[config.mk]
export PLATFORM = sky130hd
export DESIGN_NAME = mem_router_top
export DESIGN_NICKNAME = d
export VERILOG_FILES = /design/src/hdl/mem_route_pkg.sv /design/src/hdl/mem_credit_port.sv /design/src/hdl/mem_router_top.sv /design/src/hdl/req_arbiter.sv /design/src/hdl/rsp_steer.sv
export VERILOG_INCLUDE_DIRS = /design/src /design/src/hdl
export SDC_FILE = /design/constraint.sdc
export NUM_CORES = 1
export LEC_CHECK = 0
export BUFFER_PORTS_ARGS = -buffer_cell sky130_fd_sc_hd__clkbuf_2
export CORE_AREA = 2 2 264 266
export DETAILED_ROUTE_END_ITERATION = 10
export DIE_AREA = 0 0 266 268
export GPL_ROUTABILITY_DRIVEN = 0
export SLEW_MARGIN = 10
export SYNTH_ARGS = -nofsm -noshare
export SYNTH_HDL_FRONTEND = slang
export SYNTH_SLANG_ARGS = --single-unit
[constraint.sdc]
create_clock -name CLK -period 7.9 [get_ports CLK]
set_clock_uncertainty 0.15 [all_clocks]
set_input_delay 1.58 -clock CLK [delete_from_list [all_inputs] [get_ports CLK]]
set_output_delay 1.58 -clock CLK [all_outputs]
set_load 0.03 [all_outputs]
[src/hdl/mem_route_defines.svh]
`ifndef MEM_ROUTE_DEFINES_SVH
`define MEM_ROUTE_DEFINES_SVH

// bus widths
`define MEM_ADDR_W 64
`define MEM_DATA_W 64
`define MEM_STRB_W 8

// credits granted by memory after reset, also the in-flight tag depth
`define MEM_CREDITS 4

// console FIFO store address
`define CONSOLE_ADDR 64'h0000_0000_e000_1030

`endif

[src/hdl/mem_route_pkg.sv]
`include "mem_route_defines.svh"

package mem_route_pkg;

    ////////////////////////////////////////////////////////////
    // bus fields
    typedef logic [`MEM_ADDR_W-1:0] addr_t;
    typedef logic [`MEM_DATA_W-1:0] data_t;
    typedef logic [`MEM_STRB_W-1:0] strb_t;
    typedef logic [7:0]             char_t;

    // holds 0..MEM_CREDITS inclusive
    typedef logic [$clog2(`MEM_CREDITS + 1)-1:0] credit_t;

    // who asked for an in-flight read
    typedef enum logic [1:0] {
        SRC_ITLB,
        SRC_DTLB,
        SRC_CORE
    } mem_src_t;

endpackage

[src/hdl/mem_credit_port.sv]
`timescale 1ns/1ns
`include "mem_route_defines.svh"

module mem_credit_port (
    input  logic                  CLK,
    input  logic                  RSTN,
    input  logic                  issue_valid,
    input  logic                  issue_write,
    input  mem_route_pkg::addr_t  issue_addr,
    input  mem_route_pkg::data_t  issue_wdata,
    input  mem_route_pkg::strb_t  issue_wstrb,
    input  logic                  mem_credit_return,
    output logic                  credit_avail,
    output logic                  mem_req_valid,
    output logic                  mem_req_write,
    output mem_route_pkg::addr_t  mem_req_addr,
    output mem_route_pkg::data_t  mem_req_wdata,
    output mem_route_pkg::strb_t  mem_req_wstrb
);

    mem_route_pkg::credit_t credit_cnt;

    assign credit_avail = (credit_cnt != '0);

    ////////////////////////////////////////////////////////////
    // credit counter, full after reset
    always_ff @(posedge CLK) begin
        if (!RSTN) begin
            credit_cnt <= mem_route_pkg::credit_t'(`MEM_CREDITS);
        end else begin
            // issue and return on one edge cancel
            case ({issue_valid, mem_credit_return})
                2'b10:   credit_cnt <= credit_cnt - 1'b1;
                2'b01:   credit_cnt <= credit_cnt + 1'b1;
                default: credit_cnt <= credit_cnt;
            endcase
        end
    end

    ////////////////////////////////////////////////////////////
    // request register, one cycle from grant to memory
    always_ff @(posedge CLK) begin
        if (!RSTN) begin
            mem_req_valid <= 1'b0;
        end else begin
            mem_req_valid <= issue_valid;
        end
    end

    always_ff @(posedge CLK) begin
        if (issue_valid) begin
            mem_req_write <= issue_write;
            mem_req_addr  <= issue_addr;
            mem_req_wdata <= issue_wdata;
            mem_req_wstrb <= issue_wstrb;
        end
    end

    // memory returns no more credits than it was given
    a_credit_bound: assert property (@(posedge CLK) disable iff (!RSTN)
        (mem_credit_return && !issue_valid)
            |-> (credit_cnt < mem_route_pkg::credit_t'(`MEM_CREDITS)));
    // the arbiter never grants a memory request without a credit
    a_no_issue_zero: assert property (@(posedge CLK) disable iff (!RSTN)
        issue_valid |-> (credit_cnt != '0));

endmodule

[src/hdl/mem_router_top.sv]
`timescale 1ns/1ns

module mem_router_top (
    input  logic                  CLK,
    input  logic                  RSTN,
    input  logic                  itlb_walk_valid,
    input  mem_route_pkg::addr_t  itlb_walk_addr,
    output logic                  itlb_walk_ready,
    output logic                  itlb_walk_rsp_valid,
    output mem_route_pkg::data_t  itlb_walk_rsp_data,
    input  logic                  dtlb_walk_valid,
    input  mem_route_pkg::addr_t  dtlb_walk_addr,
    output logic                  dtlb_walk_ready,
    output logic                  dtlb_walk_rsp_valid,
    output mem_route_pkg::data_t  dtlb_walk_rsp_data,
    input  logic                  core_req_valid,
    input  logic                  core_req_write,
    input  mem_route_pkg::addr_t  core_req_addr,
    input  mem_route_pkg::data_t  core_req_wdata,
    input  mem_route_pkg::strb_t  core_req_wstrb,
    output logic                  core_req_ready,
    output logic                  core_rsp_valid,
    output mem_route_pkg::data_t  core_rsp_data,
    output logic                  console_write,
    output mem_route_pkg::char_t  console_char,
    output logic                  mem_req_valid,
    output logic                  mem_req_write,
    output mem_route_pkg::addr_t  mem_req_addr,
    output mem_route_pkg::data_t  mem_req_wdata,
    output mem_route_pkg::strb_t  mem_req_wstrb,
    input  logic                  mem_credit_return,
    input  logic                  mem_rsp_valid,
    input  mem_route_pkg::data_t  mem_rsp_data
);

    logic                    credit_avail;
    logic                    issue_valid;
    logic                    issue_write;
    mem_route_pkg::addr_t    issue_addr;
    mem_route_pkg::data_t    issue_wdata;
    mem_route_pkg::strb_t    issue_wstrb;
    mem_route_pkg::mem_src_t issue_src;
    logic                    read_push;

    // only reads get a response, so only reads take a tag
    assign read_push = issue_valid && !issue_write;

    req_arbiter req_arbiter_inst (
        .CLK             (CLK),
        .RSTN            (RSTN),
        .itlb_walk_valid (itlb_walk_valid),
        .itlb_walk_addr  (itlb_walk_addr),
        .itlb_walk_ready (itlb_walk_ready),
        .dtlb_walk_valid (dtlb_walk_valid),
        .dtlb_walk_addr  (dtlb_walk_addr),
        .dtlb_walk_ready (dtlb_walk_ready),
        .core_req_valid  (core_req_valid),
        .core_req_write  (core_req_write),
        .core_req_addr   (core_req_addr),
        .core_req_wdata  (core_req_wdata),
        .core_req_wstrb  (core_req_wstrb),
        .core_req_ready  (core_req_ready),
        .credit_avail    (credit_avail),
        .issue_valid     (issue_valid),
        .issue_write     (issue_write),
        .issue_addr      (issue_addr),
        .issue_wdata     (issue_wdata),
        .issue_wstrb     (issue_wstrb),
        .issue_src       (issue_src),
        .console_write   (console_write),
        .console_char    (console_char)
    );

    mem_credit_port mem_credit_port_inst (
        .CLK               (CLK),
        .RSTN              (RSTN),
        .issue_valid       (issue_valid),
        .issue_write       (issue_write),
        .issue_addr        (issue_addr),
        .issue_wdata       (issue_wdata),
        .issue_wstrb       (issue_wstrb),
        .mem_credit_return (mem_credit_return),
        .credit_avail      (credit_avail),
        .mem_req_valid     (mem_req_valid),
        .mem_req_write     (mem_req_write),
        .mem_req_addr      (mem_req_addr),
        .mem_req_wdata     (mem_req_wdata),
        .mem_req_wstrb     (mem_req_wstrb)
    );

    rsp_steer rsp_steer_inst (
        .CLK                 (CLK),
        .RSTN                (RSTN),
        .push                (read_push),
        .push_src            (issue_src),
        .mem_rsp_valid       (mem_rsp_valid),
        .mem_rsp_data        (mem_rsp_data),
        .itlb_walk_rsp_valid (itlb_walk_rsp_valid),
        .itlb_walk_rsp_data  (itlb_walk_rsp_data),
        .dtlb_walk_rsp_valid (dtlb_walk_rsp_valid),
        .dtlb_walk_rsp_data  (dtlb_walk_rsp_data),
        .core_rsp_valid      (core_rsp_valid),
        .core_rsp_data       (core_rsp_data)
    );

endmodule

[src/hdl/req_arbiter.sv]
`timescale 1ns/1ns
`include "mem_route_defines.svh"

module req_arbiter (
    input  logic                     CLK,
    input  logic                     RSTN,
    input  logic                     itlb_walk_valid,
    input  mem_route_pkg::addr_t     itlb_walk_addr,
    output logic                     itlb_walk_ready,
    input  logic                     dtlb_walk_valid,
    input  mem_route_pkg::addr_t     dtlb_walk_addr,
    output logic                     dtlb_walk_ready,
    input  logic                     core_req_valid,
    input  logic                     core_req_write,
    input  mem_route_pkg::addr_t     core_req_addr,
    input  mem_route_pkg::data_t     core_req_wdata,
    input  mem_route_pkg::strb_t     core_req_wstrb,
    output logic                     core_req_ready,
    input  logic                     credit_avail,
    output logic                     issue_valid,
    output logic                     issue_write,
    output mem_route_pkg::addr_t     issue_addr,
    output mem_route_pkg::data_t     issue_wdata,
    output mem_route_pkg::strb_t     issue_wstrb,
    output mem_route_pkg::mem_src_t  issue_src,
    output logic                     console_write,
    output mem_route_pkg::char_t     console_char
);

    logic core_console;
    logic core_turn;

    // console stores never reach memory, so they need no credit
    assign core_console = core_req_write && (core_req_addr == `CONSOLE_ADDR);

    ////////////////////////////////////////////////////////////
    // fixed priority, itlb > dtlb > core
    assign itlb_walk_ready = itlb_walk_valid && credit_avail;
    assign dtlb_walk_ready = dtlb_walk_valid && !itlb_walk_valid && credit_avail;
    // core still waits behind any walker, even for the console
    assign core_turn       = core_req_valid && !itlb_walk_valid && !dtlb_walk_valid;
    assign core_req_ready  = core_turn && (core_console || credit_avail);

    // chosen request goes out in the same cycle
    always_comb begin
        issue_valid = 1'b0;
        issue_write = 1'b0;
        issue_addr  = core_req_addr;
        issue_wdata = core_req_wdata;
        issue_wstrb = core_req_wstrb;
        issue_src   = mem_route_pkg::SRC_CORE;
        if (itlb_walk_ready) begin
            issue_valid = 1'b1;
            issue_addr  = itlb_walk_addr;
            issue_src   = mem_route_pkg::SRC_ITLB;
        end else if (dtlb_walk_ready) begin
            issue_valid = 1'b1;
            issue_addr  = dtlb_walk_addr;
            issue_src   = mem_route_pkg::SRC_DTLB;
        end else if (core_req_ready && !core_console) begin
            issue_valid = 1'b1;
            issue_write = core_req_write;
        end
    end

    ////////////////////////////////////////////////////////////
    // console character strobe, one cycle after the grant
    always_ff @(posedge CLK) begin
        if (!RSTN) begin
            console_write <= 1'b0;
            console_char  <= '0;
        end else begin
            console_write <= core_req_ready && core_console;
            if (core_req_ready && core_console) begin
                console_char <= core_req_wdata[7:0];
            end
        end
    end

    // a waiting requester keeps its request up and unchanged until the grant
    a_itlb_hold: assert property (@(posedge CLK) disable iff (!RSTN)
        (itlb_walk_valid && !itlb_walk_ready)
            |=> (itlb_walk_valid && $stable(itlb_walk_addr)));
    a_dtlb_hold: assert property (@(posedge CLK) disable iff (!RSTN)
        (dtlb_walk_valid && !dtlb_walk_ready)
            |=> (dtlb_walk_valid && $stable(dtlb_walk_addr)));
    a_core_hold: assert property (@(posedge CLK) disable iff (!RSTN)
        (core_req_valid && !core_req_ready)
            |=> (core_req_valid
                 && $stable({core_req_write, core_req_addr, core_req_wdata, core_req_wstrb})));

endmodule

[src/hdl/rsp_steer.sv]
`timescale 1ns/1ns
`include "mem_route_defines.svh"

module rsp_steer (
    input  logic                     CLK,
    input  logic                     RSTN,
    input  logic                     push,
    input  mem_route_pkg::mem_src_t  push_src,
    input  logic                     mem_rsp_valid,
    input  mem_route_pkg::data_t     mem_rsp_data,
    output logic                     itlb_walk_rsp_valid,
    output mem_route_pkg::data_t     itlb_walk_rsp_data,
    output logic                     dtlb_walk_rsp_valid,
    output mem_route_pkg::data_t     dtlb_walk_rsp_data,
    output logic                     core_rsp_valid,
    output mem_route_pkg::data_t     core_rsp_data
);

    localparam int DEPTH = `MEM_CREDITS;
    localparam int PTR_W = (DEPTH > 1) ? $clog2(DEPTH) : 1;

    mem_route_pkg::mem_src_t src_fifo [DEPTH];
    logic [PTR_W-1:0]        wr_ptr;
    logic [PTR_W-1:0]        rd_ptr;
    mem_route_pkg::credit_t  fill;
    mem_route_pkg::mem_src_t head_src;
    mem_route_pkg::data_t    rsp_data_q;

    function automatic logic [PTR_W-1:0] ptr_next(input logic [PTR_W-1:0] p);
        ptr_next = (p == PTR_W'(DEPTH - 1)) ? '0 : p + 1'b1;
    endfunction

    assign head_src = src_fifo[rd_ptr];

    ////////////////////////////////////////////////////////////
    // in-flight tags, oldest read at rd_ptr
    always_ff @(posedge CLK) begin
        if (push) begin
            src_fifo[wr_ptr] <= push_src;
        end
    end

    always_ff @(posedge CLK) begin
        if (!RSTN) begin
            wr_ptr <= '0;
            rd_ptr <= '0;
            fill   <= '0;
        end else begin
            if (push) begin
                wr_ptr <= ptr_next(wr_ptr);
            end
            if (mem_rsp_valid) begin
                rd_ptr <= ptr_next(rd_ptr);
            end
            case ({push, mem_rsp_valid})
                2'b10:   fill <= fill + 1'b1;
                2'b01:   fill <= fill - 1'b1;
                default: fill <= fill;
            endcase
        end
    end

    ////////////////////////////////////////////////////////////
    // response pulse to the owner of the head tag
    always_ff @(posedge CLK) begin
        if (!RSTN) begin
            itlb_walk_rsp_valid <= 1'b0;
            dtlb_walk_rsp_valid <= 1'b0;
            core_rsp_valid      <= 1'b0;
        end else begin
            itlb_walk_rsp_valid <= mem_rsp_valid && (head_src == mem_route_pkg::SRC_ITLB);
            dtlb_walk_rsp_valid <= mem_rsp_valid && (head_src == mem_route_pkg::SRC_DTLB);
            core_rsp_valid      <= mem_rsp_valid && (head_src == mem_route_pkg::SRC_CORE);
        end
    end

    // one data register, only the valid tells the ports apart
    always_ff @(posedge CLK) begin
        if (mem_rsp_valid) begin
            rsp_data_q <= mem_rsp_data;
        end
    end

    assign itlb_walk_rsp_data = rsp_data_q;
    assign dtlb_walk_rsp_data = rsp_data_q;
    assign core_rsp_data      = rsp_data_q;

    // credits must keep reads in flight within the tag depth
    a_no_push_full: assert property (@(posedge CLK) disable iff (!RSTN)
        push |-> (fill != mem_route_pkg::credit_t'(DEPTH)));
    // memory never answers a read it was not sent
    a_no_rsp_empty: assert property (@(posedge CLK) disable iff (!RSTN)
        mem_rsp_valid |-> (fill != '0));

endmodule

==> metrics.md, run 1 <==
| Metric | Value |
|---|---|
| Launch point of the critical path | core_req_addr[52] |
| Synth top area share | 0.655 |
| Total number of vias | 8003 |
| DP HPWL | 36.7 mm |
| Outcome | complete, no violations |
| Synth area leaders | edfxtp_1 65%, buf_4 10%, dfxtp_1 4.6% |
| Clk Tree Root Cell | clkbuf_16 |
| Clock transition at path regs | 0.05 ns |
| Setup violators final | 0 |
| Peak supply drop | 0.149 mV |
| DP Cell Count | 2110 |
| Final period util | 0.718 |
| Post-route cell area | 14100 µm² |
| Die Area | 71300 µm² |
| Post-synth net total | 1046 |
| Initial antenna violation count | 15 |
| Post-synthesis cell area | 9590 µm² |
| Fraction of layout cells with a size suffix above 1 | 0.578 |
| Asr flop ratio synth | 0 |
| Leakage | 6.20 nW |
| Worst slew pin tran | 1.01 ns |
| First-pass GRT wire length | 57.7 mm |
| FF+latch count, synth | 231 |
| CTS max path bufs | 3 |
| Residual DRC count | 0 |
| I/O Buffers | 680 |
| Seq/Total Area, Yosys | 0.701 |
| Final std cells w/o fill | 2168 |
| HP Start | req_arbiter_inst.console_char[4] |
| Maxcap violations | 0 |
| Hold path cells | 2 |
| Final WL | 44.0 mm |
| Largest net degree at the start of global routing | 68 |
| Post-synthesis cell type count | 38 |
| Syn Area/Cell | 13.6 µm² |
| Floorplan row count | 96 |
| Fin. max-slew vios | 0 |
| Placed cell area | 13100 µm² |
| # nets final | 1602 |
| Final min period | 5.68 ns |
| Die Wd | 266 µm |
| Total power | 4.63 mW |
| WL/cell | 20.3 µm |
| ANT nets after route | 0 |
| Cells on worst reg2reg path | 5 |
| Final hold vios | 0 |
| Mapped Cells | 703 |
| Crit Path Category | input pin to output port |
| Core Box Area | 68200 µm² |
| CTS resizes | 0 |
| Initial core utilization | 0.140 |
| Setup TNS | 0 ns |
| Worst Path Required | 6.17 ns |
| Pre-antenna DRT Iters | 5 |
| RSZ-0062 raised after global routing | false |
| Slew headroom | 0.325 |
| H-tree Lvls | 1 |
| Num CTS Buffers | 29 |
| Clk Latency, worst-skew pair | 0.56 ns |
| Yosys warns | 0 |
| Hold Path Class | flop to flop |
| Clk sinks | 231 |
| Via-to-Cell Ratio | 3.69 |
| Crit start category | input pin |
| Primary FF master, synth | edfxtp_1 |
| DRT iter0 DRCs | 423 |
| CTS tree | built |
| Gr ovfl total | 0 |
| Worst Setup End Kind | output port |
| Die H | 268 µm |
| Layout area overhead | 47.0% |
| Setup bufs post-CTS | 0 |
| RR Startpoint | mem_credit_port_inst.credit_cnt[0] |
| IO Count | 681 |
| Vias in the first global route | 7837 |
| Post-synth EDFFs | 209 |
| Yosys top cell by area | edfxtp_1 |
| Hold-fix buffers, CTS | 0 |
| CP Max Fanout | 9 |
| GR Util All Layers | 0.115 |
| Max Fclk | 0.176 GHz |
| Pwr Density | 329 nW/µm² |
| Worst EP arrival | 3.95 ns |
-- sequential cells by signal, indices dropped and copies added (netlist names), 2 cells and up, named ones only --
| register | flops |
|---|---|
| mem_credit_port_inst.credit_cnt | 3 |
| mem_credit_port_inst.mem_req_addr | 64 |
| mem_credit_port_inst.mem_req_wdata | 64 |
| mem_credit_port_inst.mem_req_wstrb | 8 |
| req_arbiter_inst.console_char | 8 |
| rsp_steer_inst.core_rsp_data | 64 |
| rsp_steer_inst.rd_ptr | 2 |
| rsp_steer_inst.src_fifo | 8 |
| rsp_steer_inst.wr_ptr | 2 |
-- layout by cell type, fill, tap and decap left out, types with 2 or more instances in the layout --
master	instances
clkbuf_1	7
nor4_1	10
clkbuf_8	4
clkbuf_2	679
nor3b_1	2
nor4b_1	4
dfxtp_1	22
a31oi_1	8
nand4_1	9
o21ai_0	17
nand2_1	2
nor3_1	3
xor2_1	2
bufinv_16	5
clkinvlp_4	2
a21oi_1	67
mux4_2	2
and4_1	3
clkinv_2	4
edfxtp_1	209
mux2i_1	3
a22oi_1	8
nand2b_1	2
nand3_1	2
clkbuf_16	29
o22ai_1	56
inv_1	5
diode_2	5
buf_4	7
ha_1	6
nor2b_1	8
nor2_1	72
and2_1	5
-- cells in the mapped netlist (4+ instances only) --
cell / n
nor2_1: 73
and2_1: 5
nor4_1: 10
o22ai_1: 56
nor3_1: 4
ha_1: 6
nor2b_1: 8
a22oi_1: 8
clkbuf_1: 23
edfxtp_1: 209
o21ai_0: 17
buf_1: 4
buf_2: 6
buf_4: 128
a21oi_1: 67
inv_1: 6
a31oi_1: 8
nand4_1: 9
nor4b_1: 4
dfxtp_1: 22
-- layer usage --
| layer | GRT usage | up-vias | routed length, µm |
|---|---|---|---|
| met5 | 0 | - | 13 |
| met4 | 0.0493 | 2 | 2000 |
| met3 | 0.0370 | 98 | 4080 |
| met2 | 0.208 | 551 | 22000 |
| met1 | 0.123 | 3726 | 15900 |
| li1 | - | 3626 | - |
-- through the flow --
stage                     utilization  worst slack, ns  hold WS, ns
after floorplan                     -             1.77        0.335
after global placement          0.192             2.13        0.314
after detailed placement        0.192             2.19        0.323
after CTS                       0.206             2.18        0.331
after global routing            0.206             2.05        0.375
final                           0.206             2.22        0.330
-- where the power goes --
group | switching, mW | leakage (nW) | internal, mW
Combinational | 1.09 | 3.43 | 0.347
Clock | 0.538 | 0.490 | 0.874
Sequential | 0.106 | 2.28 | 1.67
-- final cells by class --
| class | count | area (µm²) |
|---|---|---|
| diodes | 5 | 12.5 |
| clock buffers | 40 | 807 |
| clock inverters | 13 | 203 |
| fillers | 7406 | 54100 |
| inverters | 6 | 22.5 |
| multi-input cells | 305 | 1770 |
| flip-flops and latches | 231 | 6720 |
| well taps | 882 | 1100 |
| repair buffers | 686 | 3450 |
-- final timing paths --
kind | to | slack [ns]
worst max-delay path | core_req_ready | 2.22
worst min-delay path | req_arbiter_inst.console_char[4] | 0.33
worst max register to register | mem_credit_port_inst.mem_req_addr[29] | 4.44
worst min register to register | req_arbiter_inst.console_char[4] | 0.33
-- kinds of logic (layout without fill, tap and decap cells) --
| kind of cell | after synthesis | after routing | share of synthesized area |
|---|---|---|---|
| DFF | 231 | 231 | 0.701 |
| and+or+nand+nor | 132 | 132 | 0.0689 |
| adders and majority gates | 7 | 7 | 0.00992 |
| buffers and inverters | 167 | 745 | 0.116 |
| AOI/OAI and AO/OA | 159 | 159 | 0.0945 |
| xor gates and xnor gates | 2 | 2 | 0.00183 |
| other | 0 | 5 | 0 |
| muxes | 5 | 5 | 0.00783 |
-- critical path: stages --
cell and delay [ns]:
clkbuf_2 0.10, nor4_1 0.48, nand4_1 0.37, nor2_1 0.70, nand2_1 0.25, a21boi_0 0.23
clkbuf_2 0.24
No activity file was read; power rests on OpenSTA's default activity.
==> run 2, diff against run 1 <==
--- a/config.mk
+++ b/config.mk
@@ -6,10 +6,11 @@
 export SDC_FILE = /design/constraint.sdc
 export NUM_CORES = 1
 export LEC_CHECK = 0
+export ABC_AREA = 1
 export BUFFER_PORTS_ARGS = -buffer_cell sky130_fd_sc_hd__clkbuf_2
-export CORE_AREA = 2 2 264 266
+export CORE_AREA = 2 2 263 265
 export DETAILED_ROUTE_END_ITERATION = 10
-export DIE_AREA = 0 0 266 268
+export DIE_AREA = 0 0 265 267
 export GPL_ROUTABILITY_DRIVEN = 0
 export SLEW_MARGIN = 10
 export SYNTH_ARGS = -nofsm -noshare
==> constraint.sdc (replaced) <==
create_clock -name CLK -period 4.75 [get_ports CLK]
set_clock_uncertainty 0.15 [all_clocks]
set_input_delay 0.95 -clock CLK [delete_from_list [all_inputs] [get_ports CLK]]
set_output_delay 0.95 -clock CLK [all_outputs]
set_load 0.03 [all_outputs]
==> run 2 against run 1 <==
  * Register-to-register slack got worse by 2.8 ns
  * Clock-buffer cell count down 4
  * Combinational power rose by 24%
  * Cell area grew 0.68%
  * Sequential power grew 55%
  * Synthesized cell count is 14% higher
  * Die area fell by 0.75%
  * Sequential share of layout area is 0.32 points lower
  * Critical endpoint unchanged
  * Highest routed layer unchanged
==> metrics.md, run 2 <==
| Metric | Value |
|---|---|
| Pre-antenna DRT Iters | 5 |
| Initial antenna violation count | 22 |
| Final period util | 0.836 |
| GR Util All Layers | 0.113 |
| Fin util | 0.209 |
| Clk sinks | 231 |
| Synth area leaders | edfxtp_1 65%, buf_4 10%, nand2_1 8.3% |
| Worst slew pin tran | 1.04 ns |
| RR Startpoint | mem_credit_port_inst.credit_cnt[0] |
| Largest net degree at the start of global routing | 80 |
| CTS resizes | 0 |
| Primary FF master, synth | edfxtp_1 |
| DP HPWL | 35.3 mm |
| Worst Setup End Kind | output port |
| Gr ovfl total | 0 |
| Syn Area/Cell | 12.1 µm² |
| FF+latch count, synth | 231 |
| Synth top cells by count | 214 x nand2_1, 209 x edfxtp_1, 129 x buf_4 |
| DRT iter0 DRCs | 426 |
| CP most frequent cell | nor2_1 |
| # nets final | 1714 |
| Asr flop ratio synth | 0 |
| Setup violators final | 0 |
| Clk Tree Root Cell | clkbuf_16 |
| Flop-to-flop setup slack | 1.66 ns |
| Post-synthesis cell area | 9680 µm² |
| Worst Hold End | req_arbiter_inst.console_char[7] |
| R2R Path End | mem_credit_port_inst.credit_cnt[2] |
| Vias in the first global route | 7956 |
| Hold-fix buffers, CTS | 0 |
| Hold Path Class | flop to flop |
| CTS tree | built |
| Yosys top cell by area | edfxtp_1 |
| Total number of vias | 8090 |
| Slew headroom | 0.305 |
| Die Area | 70800 µm² |
| Cells on worst reg2reg path | 12 |
| Fin. max-slew vios | 0 |
| Initial core utilization | 0.142 |
| IO Count | 681 |
| Mapped Cells | 802 |
| Most frequent cell after synthesis | nand2_1 |
| Setup TNS | 0 ns |
| Crit-path max cell delay | 0.28 ns |
| Crit start category | input pin |
| Crit-path cells | clkbuf_2, nor2_1, nand3_1, nor2_1, nand2_1, nor2_1, buf_4, nand3_1, a21oi_1, clkbuf_2 |
| Max Fclk | 0.252 GHz |
| CP Max Fanout | 3 |
| Hold path cells | 2 |
| FILL cells | 7422 |
| Post-synth net total | 1145 |
| RSZ-0062 raised after global routing | false |
| Post-synth EDFFs | 209 |
| Synth top area share | 0.648 |
| Die Wd | 265 µm |
| Maxcap violations | 0 |
| Clk Latency, worst-skew pair | 0.56 ns |
| Fraction of layout cells with a size suffix above 1 | 0.537 |
| Clock transition at path regs | 0.06 ns |
| Worst path slowest cell | clkbuf_2 |
| Layout area overhead | 46.5% |
| Pwr Density | 477 nW/µm² |
| First-pass GRT wire length | 56.1 mm |
| Final hold vios | 0 |
| Floorplan row count | 96 |
| ANT nets after route | 0 |
| WL/cell | 18.7 µm |
| Most frequent cells in the layout | 679 x clkbuf_2, 214 x nand2_1, 209 x edfxtp_1 |
| Residual DRC count | 0 |
| I/O Buffers | 680 |
| Die H | 267 µm |
| H-tree Lvls | 1 |
| Core Box Area | 68000 µm² |
| Leading cell type in the layout, fill and taps excluded | clkbuf_2 |
| Num CTS Buffers | 28 |
| Setup bufs post-CTS | 0 |
| Outcome | complete, no violations |
| Worst EP arrival | 2.87 ns |
| Via-to-Cell Ratio | 3.55 |
| Crit Path Category | input pin to output port |
| Worst Path Required | 3.65 ns |
| Leakage | 6.58 nW |
| Yosys warns | 0 |
| Peak supply drop | 0.216 mV |
| Post-synthesis cell type count | 26 |
| Final WL | 42.6 mm |
| Final min period | 3.97 ns |
| CTS max path bufs | 3 |
| Seq/Total Area, Yosys | 0.694 |
| HP Start | req_arbiter_inst.console_char[7] |
## run 2: changes by cell type in the layout (fill, tap and decap cells not counted), moves of 6 or more
cell | previous run | this run
nand2_1 | 2 | 214
nand4_1 | 9 | 1
a22oi_1 | 8 | 0
o22ai_1 | 56 | 1
nor2b_1 | 8 | 0
a31oi_1 | 8 | 0
nor4_1 | 10 | 0
nand3_1 | 2 | 64
o211ai_2 | 0 | 6
a21oi_1 | 67 | 7
inv_1 | 5 | 23
## run 2: critical path, delay by kind of cell
kind                   cells  cell delay, ns
AOI/OAI and AO/OA          1            0.21
buffers and inverters      3            0.54
and+or+nand+nor            6            1.17
## run 2: layout make-up
class                      count  area (µm²)  area share
clock buffer                  36         825      0.0581
sequential                   231        6720       0.474
inverter                      25        93.8     0.00662
multi-input combinational    397        1820       0.128
tap                          882        1100      0.0778
clock inverter                16         133     0.00935
timing repair buffer         688        3480       0.245
antenna                        7        17.5     0.00124
## run 2: layer usage
metal | up-vias | share of wire | global-route usage
met5 | - | 0.0012 | 0
met4 | 8 | 0.061 | 0.0643
met3 | 119 | 0.078 | 0.0302
met2 | 533 | 0.50 | 0.203
met1 | 3693 | 0.36 | 0.118
li1 | 3737 | - | -
## run 2: logic make-up after synthesis
| group | after synthesis | synth area share |
|---|---|---|
| compound gates | 29 | 0.0203 |
| xor+xnor | 1 | 0.000905 |
| fa+ha+maj | 7 | 0.00982 |
| buf+inv | 174 | 0.120 |
| flops | 231 | 0.694 |
| simple gates | 360 | 0.155 |
## run 2: worst max path at each step
stage	start	endpoint	slack (ns)	cells after the start
3_5_place_dp	core_req_addr[61]	mem_credit_port_inst.mem_req_wdata[30]	0.54	12
4_1_cts	core_req_addr[33]	core_req_ready	0.73	10
2_1_floorplan	core_req_addr[29]	mem_credit_port_inst.credit_cnt[2]	0.18	18
6_report	core_req_addr[33]	core_req_ready	0.78	10
5_1_grt	core_req_addr[33]	core_req_ready	0.66	10
3_3_place_gp	core_req_addr[33]	mem_credit_port_inst.credit_cnt[2]	0.60	18
## run 2: through the flow
stage | hold WS [ns] | area (µm²) | worst slack, ns | cells | total power [mW]
finish | 0.372 | 14200 | 0.779 | 2282 | 6.77
global route | 0.370 | 14200 | 0.661 | 2279 | 7.06
CTS | 0.350 | 14200 | 0.730 | 2275 | 6.91
detailed placement | 0.355 | 13200 | 0.539 | 2223 | 4.62
global placement | 0.349 | 13200 | 0.601 | 2223 | 4.61
floorplan | 0.337 | 9680 | 0.177 | 802 | 4.00
## run 2: where the power goes
part           internal (mW)  switching [mW]
Clock                   1.33           0.897
Sequential              2.61           0.142
Combinational          0.449            1.34
==> run 3, diff against run 2 <==
--- a/config.mk
+++ b/config.mk
@@ -6,11 +6,11 @@
 export SDC_FILE = /design/constraint.sdc
 export NUM_CORES = 1
 export LEC_CHECK = 0
-export ABC_AREA = 1
+export ABC_AREA = 0
 export BUFFER_PORTS_ARGS = -buffer_cell sky130_fd_sc_hd__clkbuf_2
-export CORE_AREA = 2 2 263 265
+export CORE_AREA = 2 2 262 264
 export DETAILED_ROUTE_END_ITERATION = 10
-export DIE_AREA = 0 0 265 267
+export DIE_AREA = 0 0 264 266
 export GPL_ROUTABILITY_DRIVEN = 0
 export SLEW_MARGIN = 10
 export SYNTH_ARGS = -nofsm -noshare
==> constraint.sdc (replaced) <==
create_clock -name CLK -period 3.6 [get_ports CLK]
set_clock_uncertainty 0.15 [all_clocks]
set_input_delay 0.72 -clock CLK [delete_from_list [all_inputs] [get_ports CLK]]
set_output_delay 0.72 -clock CLK [all_outputs]
set_load 0.03 [all_outputs]
==> run 3 against run 2 <==
  * Core utilization up 0.19 points
  * Wire length is 6.8% higher
  * Sequential power grew 42%
  * Sequential share of layout area is 0.26 points lower
  * Via count increased by 2.5%
  * Cell area is 0.55% higher
  * Total power increased by 45%
  * Non-clock buffer count is 31 higher
  * Critical path depth is 2 lower
  * Clock-buffer cell count down 3
  * Critical path type unchanged
  * Largest power group unchanged
==> metrics.md, run 3 (synthesis gave the netlist of run 1 again) <==
| Metric | Value |
|---|---|
| Outcome | complete, no violations |
| Psw | 3.80 mW |
| Setup slack at placement | -0.315 ns |
| Die Wd | 264 µm |
| Floorplan row count | 96 |
| Clk Latency, worst-skew pair | 0.57 ns |
| Final WL | 45.5 mm |
| Wl on met1 | 17.5 mm |
| Initial antenna violation count | 19 |
| Switching part of the total | 0.386 |
| Placed cell area | 13400 µm² |
| CP Max Fanout | 3 |
| Maxcap violations | 0 |
| H-tree Lvls | 1 |
| CTS tree | built |
| Clk sinks | 231 |
| Final min period | 3.34 ns |
| Clk Tree Root Cell | clkbuf_16 |
| Fraction of layout cells with a size suffix above 1 | 0.588 |
| I/O Buffers | 680 |
| Initial core utilization | 0.141 |
| Core Box Area | 67700 µm² |
| Slew headroom | 0.451 |
| Via-to-Cell Ratio | 3.77 |
| Seq pwr share | 0.398 |
| Pwr Density | 690 nW/µm² |
| Hold slack | 0.170 ns |
| # nets final | 1634 |
| Vias in the first global route | 8055 |
| RSZ-0062 raised after global routing | false |
| Pre-antenna DRT Iters | 5 |
| Most frequent cells in the layout | 679 x clkbuf_2, 209 x edfxtp_1, 72 x nor2_1 |
| Crit start category | input pin |
| Final hold vios | 0 |
| Leading cell type in the layout, fill and taps excluded | clkbuf_2 |
| Worst slew pin tran | 0.824 ns |
| Largest net degree at the start of global routing | 66 |
| CTS resizes | 0 |
| DP Cell Count | 2143 |
| Worst EP arrival | 2.47 ns |
| ANT nets after route | 0 |
| Clock power frac | 0.274 |
| Hold-fix buffers, CTS | 0 |
| Worst Path Required | 2.73 ns |
| Post-route cell area | 14300 µm² |
| Die H | 266 µm |
| Met2 Wirelength | 22.1 mm |
| Final period util | 0.928 |
| First-pass GRT wire length | 59.6 mm |
| Total power | 9.84 mW |
| Fin. max-slew vios | 0 |
| Setup bufs post-CTS | 0 |
| Total number of vias | 8290 |
| DP HPWL | 37.7 mm |
| Worst setup margin | 0.258 ns |
| Die Area | 70200 µm² |
| Leakage | 6.33 nW |
| Top sig layer | met5 |
| Gate power share | 0.329 |
| Num CTS Buffers | 28 |
| Worst Setup End Kind | output port |
| Crit Path Category | input pin to output port |
| Peak supply drop | 0.344 mV |
| Layout area overhead | 48.8% |
| Clock transition at path regs | 0.06 ns |
| Max Fclk | 0.299 GHz |
| Hold Path Class | input pin to flop |
| Setup violators final | 0 |
| WL met3 | 3.34 mm |
| P_int | 6.04 mW |
| Residual DRC count | 0 |
| IO Count | 681 |
| Gr ovfl total | 0 |
| GR Util All Layers | 0.121 |
| CTS max path bufs | 3 |
| WL/cell | 20.7 µm |
| DRT iter0 DRCs | 507 |
| Final std cells w/o fill | 2199 |
==> run 3: changes by cell type in the layout (fill, tap and decap cells not counted), sizes merged, moves of 6 or more <==
cell    delta
nand2    -212
nand3     -62
a21oi     +60
o22ai     +55
buf       +31
inv       -19
nor4      +10
a22oi      +8
a31oi      +8
nand4      +8
nor2b      +8
o211ai     -6
==> run 3: critical path, cell delays in order <==
cell      delay, ns
clkbuf_2       0.10
nor4b_1        0.39
and4_1         0.32
buf_4          0.14
and3b_1        0.26
nand2_1        0.12
a21boi_0       0.18
clkbuf_2       0.24
==> run 3: worst paths after layout <==
check	startpoint	endpoint	slack, ns	cells after the start
worst max-delay path	core_req_addr[7]	core_req_ready	0.26	8
worst min-delay path	mem_rsp_data[59]	rsp_steer_inst.core_rsp_data[59]	0.17	1
worst max register to register	mem_credit_port_inst.credit_cnt[0]	mem_credit_port_inst.credit_cnt[2]	1.14	9
worst min register to register	req_arbiter_inst.console_char[2]	req_arbiter_inst.console_char[2]	0.32	2
==> run 3: per-stage QoR <==
stage	utilization	setup TNS, ns
global route	0.211	0
CTS	0.210	0
finish	0.211	0
detailed placement	0.197	-0.376
global placement	0.197	-0.549
floorplan	-	0
==> run 3: power by group through the flow <==
stage	Combinational [mW]	Clock (mW)	Sequential (mW)
floorplan	1.05	0	4.95
global placement	3.27	0	3.94
detailed placement	3.28	0	3.97
CTS	3.28	2.77	3.92
global route	3.44	2.90	3.97
finish	3.23	2.69	3.91
==> run 3: metal layers <==
| metal | global-route usage | up-vias |
|---|---|---|
| met1 | 0.138 | 3899 |
| met2 | 0.211 | 570 |
| met5 | 0 | - |
| li1 | - | 3699 |
| met3 | 0.0281 | 118 |
| met4 | 0.0656 | 4 |
==> run 3: area by class of cell <==
type                    instances  area [µm²]
flip-flops and latches        231        6720
well taps                     882        1100
multi-input cells             305        1780
fillers                      7387       53500
diodes                          6        15.0
inverters                       6        22.5
clock buffers                  33         739
clock inverters                17         124
repair buffers                719        3760
